<file path="config.mk">
export PLATFORM = sky130hd
export DESIGN_NAME = hostPort
export DESIGN_NICKNAME = d
export VERILOG_FILES = /design/src/logic/memPkg.sv /design/src/logic/hostPort.sv
export SDC_FILE = /design/constraint.sdc
export NUM_CORES = 1
export LEC_CHECK = 0
export BUFFER_PORTS_ARGS = -buffer_cell sky130_fd_sc_hd__buf_4
export CAP_MARGIN = 25
export CORE_ASPECT_RATIO = 1.75
export CORE_MARGIN = 4
export CORE_UTILIZATION = 33
export CTS_CLUSTER_DIAMETER = 80
export DETAILED_ROUTE_END_ITERATION = 6
export GPL_TIMING_DRIVEN = 0
export PLACE_DENSITY_LB_ADDON = 0.15
export SLEW_MARGIN = 25
export SYNTH_ARGS = -nofsm -noshare
export SYNTH_HDL_FRONTEND = slang
export SYNTH_SLANG_ARGS = --single-unit
</file>
<file path="constraint.sdc">
create_clock -name clock -period 1.97 [get_ports clock]
set_input_delay 0.394 -clock clock [delete_from_list [all_inputs] [get_ports clock]]
set_output_delay 0.394 -clock clock [all_outputs]
set_load 0.005 [all_outputs]
</file>
<file path="src/logic/memPkg.sv">
`default_nettype none

package memPkg;

    // data and instruction width
    localparam int wordWidth = 16;

    // word address width
    localparam int addrWidth = 12;

    // one word per address, full address space
    localparam int memDepth = 4096;

endpackage

`default_nettype wire

</file>
<file path="src/logic/hostPort.sv">
`timescale 1ns/100ps
`default_nettype none

module hostPort
    import memPkg::*;
(
    input  logic                 clock,
    input  logic                 rst,
    input  logic                 hostReq,
    input  logic                 hostWrite,
    input  logic [addrWidth-1:0] hostAddr,
    input  logic [wordWidth-1:0] hostWriteData,
    input  logic                 halted,
    input  logic [addrWidth-1:0] cpuAddr,
    input  logic [wordWidth-1:0] cpuWriteData,
    input  logic                 cpuWrite,
    input  logic [wordWidth-1:0] memReadData,
    output logic                 hostAck,
    output logic [wordWidth-1:0] hostReadData,
    output logic [addrWidth-1:0] memAddr,
    output logic [wordWidth-1:0] memWriteData,
    output logic                 memWrite
);

    typedef enum logic [1:0] {
        idle,
        access,
        capture,
        ackHigh
    } hpState;

    hpState state;
    logic hostGrant;

    // host owns memory only while its access is in flight
    assign hostGrant = (state == access) || (state == capture);

    assign memAddr = hostGrant ? hostAddr : cpuAddr;
    assign memWriteData = hostGrant ? hostWriteData : cpuWriteData;
    // single write, in the access cycle only
    assign memWrite = hostGrant ? (hostWrite && state == access) : cpuWrite;

    always_ff @(posedge clock) begin
        if (rst) begin
            state <= idle;
            hostAck <= 1'b0;
        end else begin
            case (state)
                // request held off while the program runs
                idle: if (hostReq && halted) state <= access;
                access: state <= capture;
                capture: begin
                    // registered read data is valid now
                    hostReadData <= memReadData;
                    hostAck <= 1'b1;
                    state <= ackHigh;
                end
                ackHigh: begin
                    if (!hostReq) begin
                        hostAck <= 1'b0;
                        state <= idle;
                    end
                end
                default: state <= idle;
            endcase
        end
    end

endmodule

`default_nettype wire

</file>
**Yosys cells after proc, flatten, opt, wreduce, memory -nomap -nowiden**

Index checks and enable logic that the tools add are counted.

- Word-level logic and storage cells: 25
- Input bits: 78
- Bits in read-only memories: 0
- Memories kept: 0
- Bits in latches: 0
- Register bits: 19
- Bits in writable memories: 0
- Output and inout port bits: 46

- Muxes and demuxes: 8
- Equality and inequality tests: 5
- $mul: 0
- Bitwise operators: 1
- Add/sub/neg operators: 0
- Magnitude comparators: 0
- Reduce and logical (&&, ||, !) cells: 8
- Divide/modulo/power cells: 0
- Shifts and indexed selects: 0

Operators with widths:

| cell | number |
|---|---|
| 16-bit 2-to-1 mux | 1 |
| 12-bit 2-to-1 mux | 1 |
| 2-bit case mux with 4 select lines | 1 |
| 2-bit AND reduction | 3 |
| 2-bit equality test (second input constant) | 2 |
| 2-bit 2-to-1 mux | 2 |
| 2-bit != test (second input constant) | 2 |
| 2-bit by 1-bit equality test with 1-bit output (second input constant) | 1 |
| 1-bit logical AND | 2 |
| 2-bit zero test | 1 |
| 1-bit 2-to-1 mux | 2 |
| 1-bit case mux with 2 select lines | 1 |
| 2-bit nonzero test | 1 |
| 1-bit logical OR | 1 |
| 1-bit NOT | 1 |

**Longest topological paths before layout**

- Depth in word-level cells: 3
- Gate-level depth with buffers: 5
- Gate-level depth less buffers: 5

**Least setup slack after synthesis**

OpenSTA, ideal clock, no wires.

- Path type: register to register
- Start: register state[0]
- End: register hostReadData[0] (enable)
- Arrival: 1.338 ns
- Stages on the path, launching flop included: 4
- Slack: 0.241 ns
- Required time: 1.580 ns
- Clock period less this slack: 1.729 ns
- Library setup time: 0.390 ns
- Path buffers: 0
- Cells stage by stage: dfxtp_1 -> inv_1 -> ha_1 -> nor2b_1

- Longest elaborated chain between the ends: 2

RTL lines:

| item | RTL line | RTL |
|---|---|---|
| start: declaration | hostPort.sv:32 | `hpState state;` |
| start signal: assignment | hostPort.sv:45 | `state <= idle;` |
| start signal: assignment | hostPort.sv:50 | `idle: if (hostReq && halted) state <= access;` |
| start signal: assignment | hostPort.sv:51 | `access: state <= capture;` |
| 2-bit equality test | hostPort.sv:48 | `case (state)` |
| 2-bit AND reduction (no line) | n/a |  |
| end signal: assignment | hostPort.sv:54 | `hostReadData <= memReadData;` |
| end: declaration | hostPort.sv:19 | `output logic [wordWidth-1:0] hostReadData,` |

No other way between the ends.
A chain may end at the register's enable or synchronous reset.

**Worst setup path in the final report**

- Start: register state[0]
- End: output port memAddr[2]

- Longest elaborated chain between the ends: 3
- Elaborated cells on any way between the ends: 4
- Classes of those cells: 2 x eq/ne; 1 x mux; 1 x reduce/logical

RTL lines:

| item | RTL line | RTL |
|---|---|---|
| 2-bit by 1-bit equality test with 1-bit output or 2-bit equality test (tied branches) | hostPort.sv:36 | `assign hostGrant = (state == access) \|\| (state == capture);` |
| 1-bit logical OR (*) | hostPort.sv:36 |  |
| 12-bit 2-to-1 mux (*) | hostPort.sv:38 | `assign memAddr = hostGrant ? hostAddr : cpuAddr;` |
| end: declaration | hostPort.sv:20 | `output logic [addrWidth-1:0] memAddr,` |

Every way passes the cells marked *; elsewhere a longest branch is shown, timed or not.

==> results by group <==
Status
  • Run status: finished with violations
  • Failing checks: negative setup slack

Power and ir drop
  • PD cells: 1300 nW/um^2
  • Sequential Power Share: 18.3%
  • Clk pwr share: 8.8%
  • Switching share of power: 29.7%
  • Tot Pwr: 2920 uW
  • Peak supply drop: 1000 uV
  • Comb power frac: 72.9%
  • Switch Pwr: 865 uW
  • LEAKAGE: 0.00108 uW
  • P_int: 2050 uW

Placed design
  • Post-DP Area: 2020 um^2
  • Hpwl dp: 3060 um
  • Global placer's final weighted congestion: 0.723
  • Input/output buffers: 123

CTS
  • Clock buffer depth: 2
  • H-tree lvl count: 1
  • Total CTS buffers: 3
  • Clock-pin slew on the worst setup and hold paths: 60 ps
  • CTS sink cnt: 19
  • CTS tree: built
  • Clk_lat worst skew: 250 ps
  • # hold bufs at CTS: 0
  • CTS root buffer: clkbuf_8

Synth
  • Synth top area cells: edfxtp_1, mux2_2, dfxtp_1
  • Cell variety after synth: 17
  • Ys Warns: 0
  • Syn avg cell area: 14.4 um^2
  • Cells after synthesis: 72
  • Post-synth top area share: 46.3%
  • Synth Net Count: 154
  • Area leader, netlist: edfxtp_1
  • #FFs+latches synth: 19
  • Sequential area share after synthesis: 52.1%
  • Post-synthesis cell area: 1040 um^2

STA
  • Final setup viols: 14
  • Final TNS setup: -205 ps
  • Setup Skew: 2.53 ps
  • Fin crit share: 101%
  • Final Slew Violations: 0
  • Slew @ Worst Pin: 731 ps
  • Slew HR: 51.1%
  • Max Fclk: 502 MHz
  • RSZ-0062 raised after global routing: yes
  • Hold Fails Final Rpt: 0
  • Min Tclk post-route: 1990 ps
  • Setup slack after layout: -23.1 ps

Worst setup path
  • Slowest CP cell: dfxtp_2
  • Path depth of the worst reg2reg path: 3
  • Worst setup EP type: output pin
  • Crit path max-delay family: buffers and inverters
  • Class of the most critical setup path: reg -> out
  • Crit path largest cell delay: 340 ps
  • Worst Path Arrival: 1600 ps
  • Critical Path RT: 1580 ps
  • CP startpoint kind: flip-flop
  • Critical Path Stages: 5
  • Cell Chain, Critical Path: inv_2 -> ha_4 -> buf_8 -> mux2_2 -> buf_4
  • Peak fanout along the critical path: 10
  • Worst Path Buf+Inv: 3

Floorplanning
  • Die Span Y: 82.2 um
  • Core area: 2960 um^2
  • Std-Cell Rows: 26
  • Die area: 4140 um^2
  • Die Wd: 50.4 um
  • Initial Utilization: 35.0%
  • IO Count: 124

Global routing
  • Vias in the first global route: 1,236
  • Grt ovf: 0
  • First-pass GRT wire length: 5340 um
  • GRT Overall Usage: 17.2%
  • Initial antenna violation count: 0
  • Largest net degree at the start of global routing: 17

Routing
  • Wirelength per Cell: 15.2 um
  • Number of routed nets with antenna violations: 0
  • DR vias: 1,122
  • DR DRC count: 0
  • Vias/cell: 4.58
  • Total Wirelength: 3730 um
  • First DRT Iteration DRCs: 7
  • Drt pass-1 iters: 3

Final layout
  • Area delta synth->final: 116%
  • Final #Nets: 286
  • Core Util, Final: 75.6%
  • Antenna cell count: 0
  • Post-route cell area: 2240 um^2
  • Share of cells above drive strength 1: 82.3%
  • Fillers: 202

Worst hold path
  • Worst Hold Class: in -> reg
  • Hold-critical path depth: 1

Run
  • Max-cap violations: 0
-- cells by family after synthesis --
kind of cell,synth area share [%]
compound gates,3.62
fa+ha+maj,4.83
buf+inv,4.70
flops,52.1
mux,31.4
simple gates,3.38
-- cell usage in the layout (no fill, tap or decap), drive strengths merged --
master and n:
a211oi 1, a22oi 1, o21a 1, o21ai 2, nand2b 2, a21oi 1
mux2 28, nand3 1, nor2 1, inv 4, edfxtp 16, dfxtp 3
buf 130, nor2b 1, ha 4, mux2i 1, nand2 2, clkbuf 4
-- stage by stage --
stage | setup slack, ps | hold WS (ps) | instances
after CTS | -29.3 | 312 | 245
final | -23.1 | 315 | 245
after floorplan | 241 | 460 | 72
after global routing | -74.0 | 302 | 245
after global placement | 26.5 | 457 | 237
after detailed placement | 78.2 | 473 | 237
-- cells in the mapped netlist --
master and number:
mux2_2 28, edfxtp_1 16, ha_1 4, inv_1 4
buf_6 3, dfxtp_1 3, nand2_1 2, nand2b_1 2
o21ai_0 2, a211oi_1 1, a21oi_1 1, a22oi_1 1
mux2i_1 1, nand3_1 1, nor2_1 1, nor2b_1 1
o21a_1 1
-- power groups by stage --
stage | registers [uW] | logic [uW] | clock network, uW
floorplan | 545 | 867 | 0
global placement | 543 | 1560 | 0
detailed placement | 545 | 1610 | 0
CTS | 534 | 1910 | 261
global route | 540 | 2270 | 282
finish | 533 | 2130 | 256
-- sequential cells by signal (all words and copies together) (netlist names) --
register / cells
state: 2
hostReadData: 16
hostAck: 1
-- routing by layer --
| layer | vias up | global-route usage [%] | part of all wire [%] |
|---|---|---|---|
| met5 | - | 0 | 0 |
| li1 | 526 | - | - |
| met1 | 500 | 14.8 | 29 |
| met2 | 87 | 33.2 | 56 |
| met4 | 0 | 8.63 | 2.4 |
| met3 | 9 | 6.82 | 13 |
-- layout make-up --
type / count / area [um^2] / area share, %
repair buffers: 127 / 1020 / 45.7
plain buffers: 3 / 45.0 / 2.01
inverters: 4 / 15.0 / 0.671
flip-flops and latches: 19 / 543 / 24.3
clock buffers: 4 / 45.0 / 2.01
well taps: 42 / 52.6 / 2.35
multi-input cells: 46 / 515 / 23.0
-- repair_timing --
item	CTS	global route
pin swaps	1	1
setup endpoints to repair	29	28
setup buffers	3	0
gates cloned	1	0
endpoints found under the hold margin	0	0
gates resized for setup	12	25
-- final timing paths --
path / start / to / slack (ps)
max: state[0]$_SDFFE_PP0P_ / memAddr[2] / -20
min: memReadData[3] / hostReadData[3]$_DFFE_PP_ / 310
max reg2reg: state[1]$_SDFFE_PP0P_ / hostReadData[0]$_DFFE_PP_ / 330
min reg2reg: hostAck$_SDFFE_PP0P_ / hostAck$_SDFFE_PP0P_ / 480
Power figures use the tool's default switching activity.
