[config.mk]
export PLATFORM = sky130hd
export DESIGN_NAME = controlUnit
export DESIGN_NICKNAME = d
export VERILOG_FILES = /design/src/logic/memPkg.sv /design/src/logic/isaPkg.sv /design/src/logic/alu.sv /design/src/logic/controlUnit.sv
export SDC_FILE = /design/constraint.sdc
export NUM_CORES = 1
export LEC_CHECK = 0
export BUFFER_PORTS_ARGS = -buffer_cell sky130_fd_sc_hd__buf_2
export CAP_MARGIN = 20
export CORE_UTILIZATION = 45
export DETAILED_ROUTE_END_ITERATION = 7
export HOLD_SLACK_MARGIN = 0.02
export MAX_ROUTING_LAYER = met4
export SETUP_SLACK_MARGIN = 0.15
export SLEW_MARGIN = 25
export SYNTH_ARGS = -nofsm -noshare
export SYNTH_HDL_FRONTEND = slang
export SYNTH_HIERARCHICAL = 1
export SYNTH_SLANG_ARGS = --single-unit
[constraint.sdc]
create_clock -name clock -period 45.4 [get_ports clock]
set_input_delay 9.08 -clock clock [delete_from_list [all_inputs] [get_ports clock]]
set_output_delay 9.08 -clock clock [all_outputs]
set_load 0.03 [all_outputs]
[src/logic/memPkg.sv]
`default_nettype none

package memPkg;

    // data and instruction width
    localparam int wordWidth = 16;

    // word address width
    localparam int addrWidth = 12;

    // one word per address, full address space
    localparam int memDepth = 4096;

endpackage

`default_nettype wire

[src/logic/isaPkg.sv]
`default_nettype none

package isaPkg;

    import memPkg::*;

    localparam int opcodeWidth = 4;
    localparam int immWidth = 8;

    // codes 8 to 15 are unused and run as halt
    typedef enum logic [opcodeWidth-1:0] {
        opHalt     = 4'd0,
        opLoad     = 4'd1,
        opStore    = 4'd2,
        opLoadB    = 4'd3,
        opAlu      = 4'd4,
        opAluImm   = 4'd5,
        opJump     = 4'd6,
        opJumpZero = 4'd7
    } opcode;

    // sixteen operations in codes 0 to 15
    typedef enum logic [3:0] {
        aluAdd, aluSub, aluMul, aluDiv,
        aluShl, aluShr, aluRol, aluRor,
        aluAnd, aluOr, aluXor, aluNor,
        aluNand, aluXnor, aluGreater, aluEqual
    } aluOp;

    // load, store and jump view
    typedef struct packed {
        opcode op;
        logic [addrWidth-1:0] address;
    } memFormat;

    // alu view with an immediate for opAluImm
    typedef struct packed {
        opcode op;
        aluOp func;
        logic [immWidth-1:0] immediate;
    } aluFormat;

    // one instruction word decoded both ways
    typedef union packed {
        memFormat mem;
        aluFormat alu;
    } instruction;

endpackage

`default_nettype wire

[src/logic/alu.sv]
`timescale 1ns/100ps
`default_nettype none

module alu
    import isaPkg::*, memPkg::*;
(
    input  aluOp                 op,
    input  logic [wordWidth-1:0] operand1,
    input  logic [wordWidth-1:0] operand2,
    output logic [wordWidth-1:0] result
);

    always_comb begin
        case (op)
            aluAdd: result = operand1 + operand2;
            aluSub: result = operand1 - operand2;
            // low half of the product only
            aluMul: result = operand1 * operand2;
            aluDiv: begin
                // divide by zero saturates to all ones
                if (operand2 == '0) begin
                    result = '1;
                end else begin
                    result = operand1 / operand2;
                end
            end
            // shifts and rotates by one, operand2 ignored
            aluShl: result = operand1 << 1;
            aluShr: result = operand1 >> 1;
            aluRol: result = {operand1[wordWidth-2:0], operand1[wordWidth-1]};
            aluRor: result = {operand1[0], operand1[wordWidth-1:1]};
            aluAnd: result = operand1 & operand2;
            aluOr: result = operand1 | operand2;
            aluXor: result = operand1 ^ operand2;
            aluNor: result = ~(operand1 | operand2);
            aluNand: result = ~(operand1 & operand2);
            aluXnor: result = ~(operand1 ^ operand2);
            // compares give 1 or 0, unsigned
            aluGreater: result = {{(wordWidth-1){1'b0}}, operand1 > operand2};
            aluEqual: result = {{(wordWidth-1){1'b0}}, operand1 == operand2};
            default: result = '0;
        endcase
    end

endmodule

`default_nettype wire

[src/logic/controlUnit.sv]
`timescale 1ns/100ps
`default_nettype none

module controlUnit
    import isaPkg::*, memPkg::*;
(
    input  logic                 clock,
    input  logic                 rst,
    input  logic                 start,
    input  logic [wordWidth-1:0] memReadData,
    output logic [addrWidth-1:0] memAddr,
    output logic [wordWidth-1:0] memWriteData,
    output logic                 memWrite,
    output logic                 halted,
    output logic [wordWidth-1:0] accumulator
);

    typedef enum logic [2:0] {
        idle,
        fetch,
        fetchWait,
        operandWait,
        execute
    } cuState;

    cuState state;

    // processor registers
    logic [addrWidth-1:0] pc;
    instruction ir;
    logic [addrWidth-1:0] mar;
    logic [wordWidth-1:0] mbr;
    logic [wordWidth-1:0] b;

    // memory word seen as an instruction during fetchWait
    instruction fetched;

    logic [wordWidth-1:0] aluOperand2;
    logic [wordWidth-1:0] aluResult;

    assign fetched = memReadData;

    // immediate is zero-extended
    assign aluOperand2 = (ir.alu.op == opAluImm)
        ? {{(wordWidth-immWidth){1'b0}}, ir.alu.immediate} : b;

    alu alu_i (
        .op(ir.alu.func),
        .operand1(accumulator),
        .operand2(aluOperand2),
        .result(aluResult)
    );

    // mar addresses every fetch and operand access
    assign memAddr = mar;
    assign memWriteData = mbr;
    assign memWrite = (state == execute) && (ir.mem.op == opStore);

    always_ff @(posedge clock) begin
        if (rst) begin
            state <= idle;
            halted <= 1'b1;
            pc <= '0;
            b <= '0;
            accumulator <= '0;
        end else begin
            case (state)
                idle: begin
                    if (start) begin
                        pc <= '0;
                        mar <= '0;
                        halted <= 1'b0;
                        state <= fetch;
                    end
                end
                // instruction address issued from mar
                fetch: begin
                    state <= fetchWait;
                end
                fetchWait: begin
                    ir <= fetched;
                    // pc wraps at memDepth with the address width
                    pc <= pc + 1'b1;
                    mar <= fetched.mem.address;
                    // store data staged here
                    mbr <= accumulator;
                    // B is read through the same wait so alu timing is uniform
                    if (fetched.mem.op inside {opLoad, opLoadB, opAlu}) begin
                        state <= operandWait;
                    end else begin
                        state <= execute;
                    end
                end
                // operand read in flight
                operandWait: begin
                    state <= execute;
                end
                execute: begin
                    state <= fetch;
                    mar <= pc;
                    case (ir.mem.op)
                        opLoad: accumulator <= memReadData;
                        opStore: begin
                            // write driven combinationally this cycle
                        end
                        opLoadB: b <= memReadData;
                        opAlu, opAluImm: accumulator <= aluResult;
                        opJump: begin
                            pc <= ir.mem.address;
                            mar <= ir.mem.address;
                        end
                        opJumpZero: begin
                            if (accumulator == '0) begin
                                pc <= ir.mem.address;
                                mar <= ir.mem.address;
                            end
                        end
                        // opHalt and unused codes
                        default: begin
                            halted <= 1'b1;
                            state <= idle;
                        end
                    endcase
                end
                default: state <= idle;
            endcase
        end
    end

endmodule

`default_nettype wire

Word-level counts from Yosys, hierarchy flattened
Index checks and enable logic that the tools add are counted.
Word-level totals
  flip-flop bits (word level): 92
  output and inout port bits: 46
  logic and storage cells: 86
Cells by class
  add/sub/neg operators: 3
  multipliers: 1
  divide/modulo/power cells: 1
  order comparisons: 1
  equal/unequal tests: 32
  muxes and demuxes: 16
  bitwise logic cells: 7
  reductions and logical operators: 17
Operators by type and width (number)
  16-bit case mux with 16 select lines: 1
  12-bit case mux with 3 select lines: 2
  16-bit inverter: 3
  4-bit by 3-bit equality test with 1-bit output, second input constant: 9
  4-bit equality test, second input constant: 8
  16-bit logical NOT: 2
  16-bit two-way mux: 2
  16-bit case mux with 2 select lines: 1
  12-bit two-way mux: 2
  12-bit case mux with 2 select lines: 1
  4-bit by 2-bit equality test with 1-bit output, second input constant: 5
  16-bit adder: 1
  16-bit AND: 1
  16-bit by 16-bit divider with 16-bit output: 1
  16-bit equality test: 1
  16-bit greater-than comparator: 1
  16-bit by 16-bit multiplier with 16-bit output: 1
  16-bit OR: 1
  16-bit subtractor: 1
  16-bit bitwise XOR: 1
  3-bit case mux with 5 select lines: 1
  12-bit by 1-bit adder with 12-bit output, second input constant: 1
  4-bit by 1-bit equality test with 1-bit output, second input constant: 3
  2-bit AND reduction: 4
  16 further kinds: 24

Depth between registers and ports, before layout
  word-level depth: 6
  gate-level depth with buffers: 143

By module
Netlist, hierarchy kept.
Modules (own cells, without submodules)
  alu: times used 1, cells an instance 1974, area an instance 14109.8 sq um, sequential area each 0.0 sq um
  controlUnit: times used 1, cells an instance 354, area an instance 3983.8 sq um, sequential area each 2282.2 sq um

Worst setup path before layout
Ideal clock, no wire load.
  path kind: register to register
  start point: register ir[13] in the netlist's numbering
  end point: register accumulator[0]
  library setup time: 0.086 ns
  data arrival time: 28.599 ns
  required time: 45.314 ns
  slack: 16.715 ns
  cell stages (with the launch flop): 131
  buffers on the path: 13
  period minus slack after synthesis: 28.685 ns
  cell sequence: edfxtp_1 -> nor3b_1 -> buf_1 -> and2_1 -> buf_2 -> mux2_2 -> clkbuf_1 -> clkinv_1 -> ha_1 -> or4b_2 -> nor4_1 -> a311o_1 -> o211ai_2 -> inv_1 -> ha_1 -> o21a_1 -> nor2_1 -> nor3_2 -> [95 not listed] -> a21o_1 -> a21o_1 -> o21ai_0 -> a2111oi_0 -> nor4_1 -> o31ai_2 -> mux2_2 -> ha_1 -> o21a_1 -> o21a_1 -> o21a_1 -> o21a_1 -> o21ai_0 -> a2111oi_0 -> o21ai_0 -> a41oi_1 -> mux2i_1 -> a211oi_1
On the way
  word-level cells in the longest chain between the ends: 6
  elaborated cells on any way between the ends: 23
  classes of those cells: add/sub (2); mul (1); div (1); order compare (1); eq/ne (4); mux (4); bitwise (6); reduce/logical (4)
RTL lines
  start: declaration: RTL line controlUnit.sv:30  | instruction ir;
  start signal: assignment: RTL line controlUnit.sv:81  | ir <= fetched;
  4-bit by 3-bit equality test with 1-bit output *: RTL line controlUnit.sv:44  | assign aluOperand2 = (ir.alu.op == opAluImm)
  16-bit two-way mux *: RTL line controlUnit.sv:45  | ? {{(wordWidth-immWidth){1'b0}}, ir.alu.immediate} : b;
  named net aluOperand2[0]: RTL line controlUnit.sv:38  | logic [wordWidth-1:0] aluOperand2;
  16-bit by 16-bit divider with 16-bit output, or another cell as far along: RTL line alu.sv:24  | result = operand1 / operand2;
  16-bit two-way mux, or another cell as far along: RTL line alu.sv:21  | if (operand2 == '0) begin
  16-bit case mux with 16 select lines *: RTL line alu.sv:14  | case (op)
  named net aluResult[0]: RTL line controlUnit.sv:39  | logic [wordWidth-1:0] aluResult;
  16-bit case mux with 2 select lines *: RTL line controlUnit.sv:101  | case (ir.mem.op)
  end signal: assignment: RTL line controlUnit.sv:102  | opLoad: accumulator <= memReadData;
  end signal: assignment: RTL line controlUnit.sv:107  | opAlu, opAluImm: accumulator <= aluResult;
  end: declaration: RTL line controlUnit.sv:15  | output logic [wordWidth-1:0] accumulator
The timed path passes the listed nets; every way through them passes the cells marked *.
A chain may end at the register's enable or synchronous reset.

Worst setup path after layout
Same ends and word-level chain as after synthesis.

==> metrics.txt <==
Critical Path Source Type=register; Tcrit/Tclk final=roughly three quarters; Seq/Total Area, Yosys=12.61%; crit-path max cell delay=about 0.87 ns; final wirelength=67.20 mm; DR pass1 iterations=5; fin. max-slew vios=0; Least-Margin Pin Slew=between 1 and 1.5 ns; Mapped Area=18090 µm²; most frequent CP cell=ha_1; crit path capture type=register; Fillers=around 3900; nets@finish=2682; Async S/R FF share, synth=0%; Final TNS setup=0 ns; root buffer cell=clkbuf_16; clock sink count=between 90 and 100; Max Cap Violations=0; Avg WL per Cell=23.38 µm; Vias/cell=about 6.3; Achievable Freq=0.03004 GHz; Post-synth top flop=dfxtp_1; Layout Utilization=between 40% and 50%; routability congestion estimate=between 0.9 and 1; outcome=finished clean; non-filler cells in the finished layout=approximately 2900; Post-synth EDFFs=44; DP Wirelength=slightly above 50 mm; Yosys cell types=between 100 and 150; Die ar.=41010 µm²; R2R Path Start=ir[13]$_DFFE_PP_; Core Box Area=between 30000 and 40000 µm²; syn_area_per_cell=approximately 7.8 µm²; CP Max Fanout=18; CTS-repair resized insts=0; Remaining Overflow, GRT=0; Die Ht=just over 200 µm; CTS tree=yes; placed insts=about 2900; H-tree depth=3; first-pass GRT wire length=between 100 and 150 mm; RSZ-0062 raised after global routing=false; DRC violations left=0; Synth Instances=roughly 2300; Ys Warns=6; GRT Util Overall=between 30% and 40%; ant diodes=0; Initial Utilization=a little under half; I/O Buffers=64; Post-CTS Setup Bufs=0; die span in x=slightly above 200 µm; Worst Hold Class=register to register; Final ANT Viol Nets=0; clock latency on the worst-skew pair=0.35 ns; Relative slew margins=around a quarter; cts hold-fix bufs=0; r2r endpoint=accumulator[0]$_SDFFE_PP0P_; Max Buffers Root-to-Sink=2; Placement Rows=73; share of cells above drive strength 1=approximately a tenth; worst setup path start=ir[13]$_DFFE_PP_; Worst EP required=roughly 46 ns; Setup-failing EPs final=0; WS Path Type=register to register; DR vias=between 15000 and 20000; Yosys reg bits=about 90; Worst path slowest cell=a2111oi_1; Layout Area Growth over Synthesis=6.866%; Ports=65; r2r setup slk=around 12 ns; vias in the first global route=roughly 17000; final hold violation count=0; DR iter-0 viols=between 1500 and 2000; Final min period=roughly 33 ns; CTS buffer count=9; CTS clk-pin slew, worst paths=around 0.070 ns; worst setup path end=accumulator[0]$_SDFFE_PP0P_; Layout Skew=between 0.006 and 0.007 ns; critical path arrival=around 33 ns; pin count of the biggest net entering global routing=just under 60; initial antenna violation count=1; R2R depth=120; Syn Nets=2666
[through the flow]
| stage | area, µm² | hold slack (ns) | setup slack [ns] |
|---|---|---|---|
| after global placement | 19010 | 0.4695 | 13.62 |
| final | 19340 | 0.4913 | 12.11 |
| after floorplan | 18090 | 0.4553 | 16.72 |
| after CTS | 19320 | 0.4935 | 12.28 |
| after global routing | 19340 | 0.5255 | 9.601 |
| after detailed placement | 19020 | 0.4779 | 12.40 |
[flip-flops by register name (all words and copies together), names as in the netlist]
signal and count:
state 3, memWriteData 16, accumulator 16, memAddr 12
halted 1, b 16, ir 16, pc 12
[cell type report]
type / count / area, µm² / share of cell area [%]
tap: 525 / 656.9 / 3.397
inverter: 193 / 724.4 / 3.747
timing repair buffer: 115 / 710.7 / 3.675
multi-input combinational: 1933 / 14660 / 75.83
sequential: 92 / 2282 / 11.80
clock inverter: 7 / 75.07 / 0.3882
clock buffer: 9 / 225.2 / 1.165
[synthesized netlist by cell type, types with 16 or more instances]
master / n / share of area (%)
a211oi_1: 40 / 1.7
a21o_1: 38 / 1.6
a21oi_1: 142 / 3.9
a22oi_1: 28 / 1.2
a31oi_1: 27 / 0.93
clkbuf_1: 81 / 1.7
dfxtp_1: 48 / 5.3
edfxtp_1: 44 / 7.3
fa_1: 82 / 9.1
ha_1: 237 / 16
inv_1: 187 / 3.9
mux2_2: 30 / 1.9
mux2i_1: 62 / 3.4
nand2_1: 216 / 4.5
nand3_1: 57 / 1.6
nor2_1: 226 / 4.7
nor2b_1: 19 / 0.66
nor3_1: 64 / 1.8
nor4_1: 20 / 0.69
o211ai_1: 34 / 1.4
o21a_1: 40 / 1.7
o21ai_0: 124 / 3.4
o22ai_1: 20 / 0.69
o31ai_1: 16 / 0.66
or3_1: 28 / 0.97
xnor2_1: 80 / 3.9
xor2_1: 41 / 2.0
[cell usage in the layout (no fill, tap or decap), types with 10 or more instances in the layout]
master / n
nand3_1: 57
mux2i_1: 62
edfxtp_1: 44
a221oi_1: 10
o211ai_1: 34
nand2_1: 216
buf_2: 64
a22oi_1: 28
xor2_1: 41
o22ai_1: 20
a31oi_1: 27
mux2_2: 30
o21bai_1: 11
and3_1: 15
nor2b_1: 19
xnor2_1: 80
o221ai_1: 11
dfxtp_1: 48
or2_2: 11
nor3_1: 63
nand4_1: 13
or3_1: 28
ha_1: 237
fa_1: 82
a21boi_0: 13
buf_4: 50
a211oi_1: 40
o31ai_1: 15
o21ai_0: 124
nor2_1: 224
nor4_1: 19
a21o_1: 38
o21a_1: 40
inv_1: 187
a21oi_1: 141
[layer usage]
layer / part of all wire (%) / wire length (µm) / global-route usage (%)
met5: 0 / 0 / -
met4: 4.5 / 3032 / 12.73
met3: 7.2 / 4845 / 3.820
met2: 45 / 30280 / 52.43
met1: 43 / 29040 / 43.45
[cells by family after synthesis]
kind of cell	synth area share [%]
fa+ha+maj	25.46
simple gates	19.27
mux	5.297
buf+inv	6.583
flops	12.61
compound gates	24.92
xor+xnor	5.857
[worst min path at each step]
stage / from / end / slack [ns] / cells past startpoint
2_1_floorplan: b[10]$_SDFFE_PP0P_ / b[10]$_SDFFE_PP0P_ / 0.46 / 2
3_3_place_gp: b[13]$_SDFFE_PP0P_ / b[13]$_SDFFE_PP0P_ / 0.47 / 2
3_5_place_dp: b[9]$_SDFFE_PP0P_ / b[9]$_SDFFE_PP0P_ / 0.48 / 2
4_1_cts: b[9]$_SDFFE_PP0P_ / b[9]$_SDFFE_PP0P_ / 0.49 / 2
5_1_grt: halted$_SDFFE_PP1P_ / halted$_SDFFE_PP1P_ / 0.53 / 1
6_report: halted$_SDFFE_PP1P_ / halted$_SDFFE_PP1P_ / 0.49 / 1
[critical path, delay by kind of cell (launching register included)]
family / cells / cell delay [ns]
compound gates: 62 / 16.10
simple gates: 23 / 6.86
fa+ha+maj: 16 / 4.79
mux: 9 / 3.27
buf+inv: 10 / 1.57
flops: 1 / 0.50
Power is left out: the tool's default activity adds up to more than one toggle a clock period on the data nets, which glitch-free logic cannot reach.
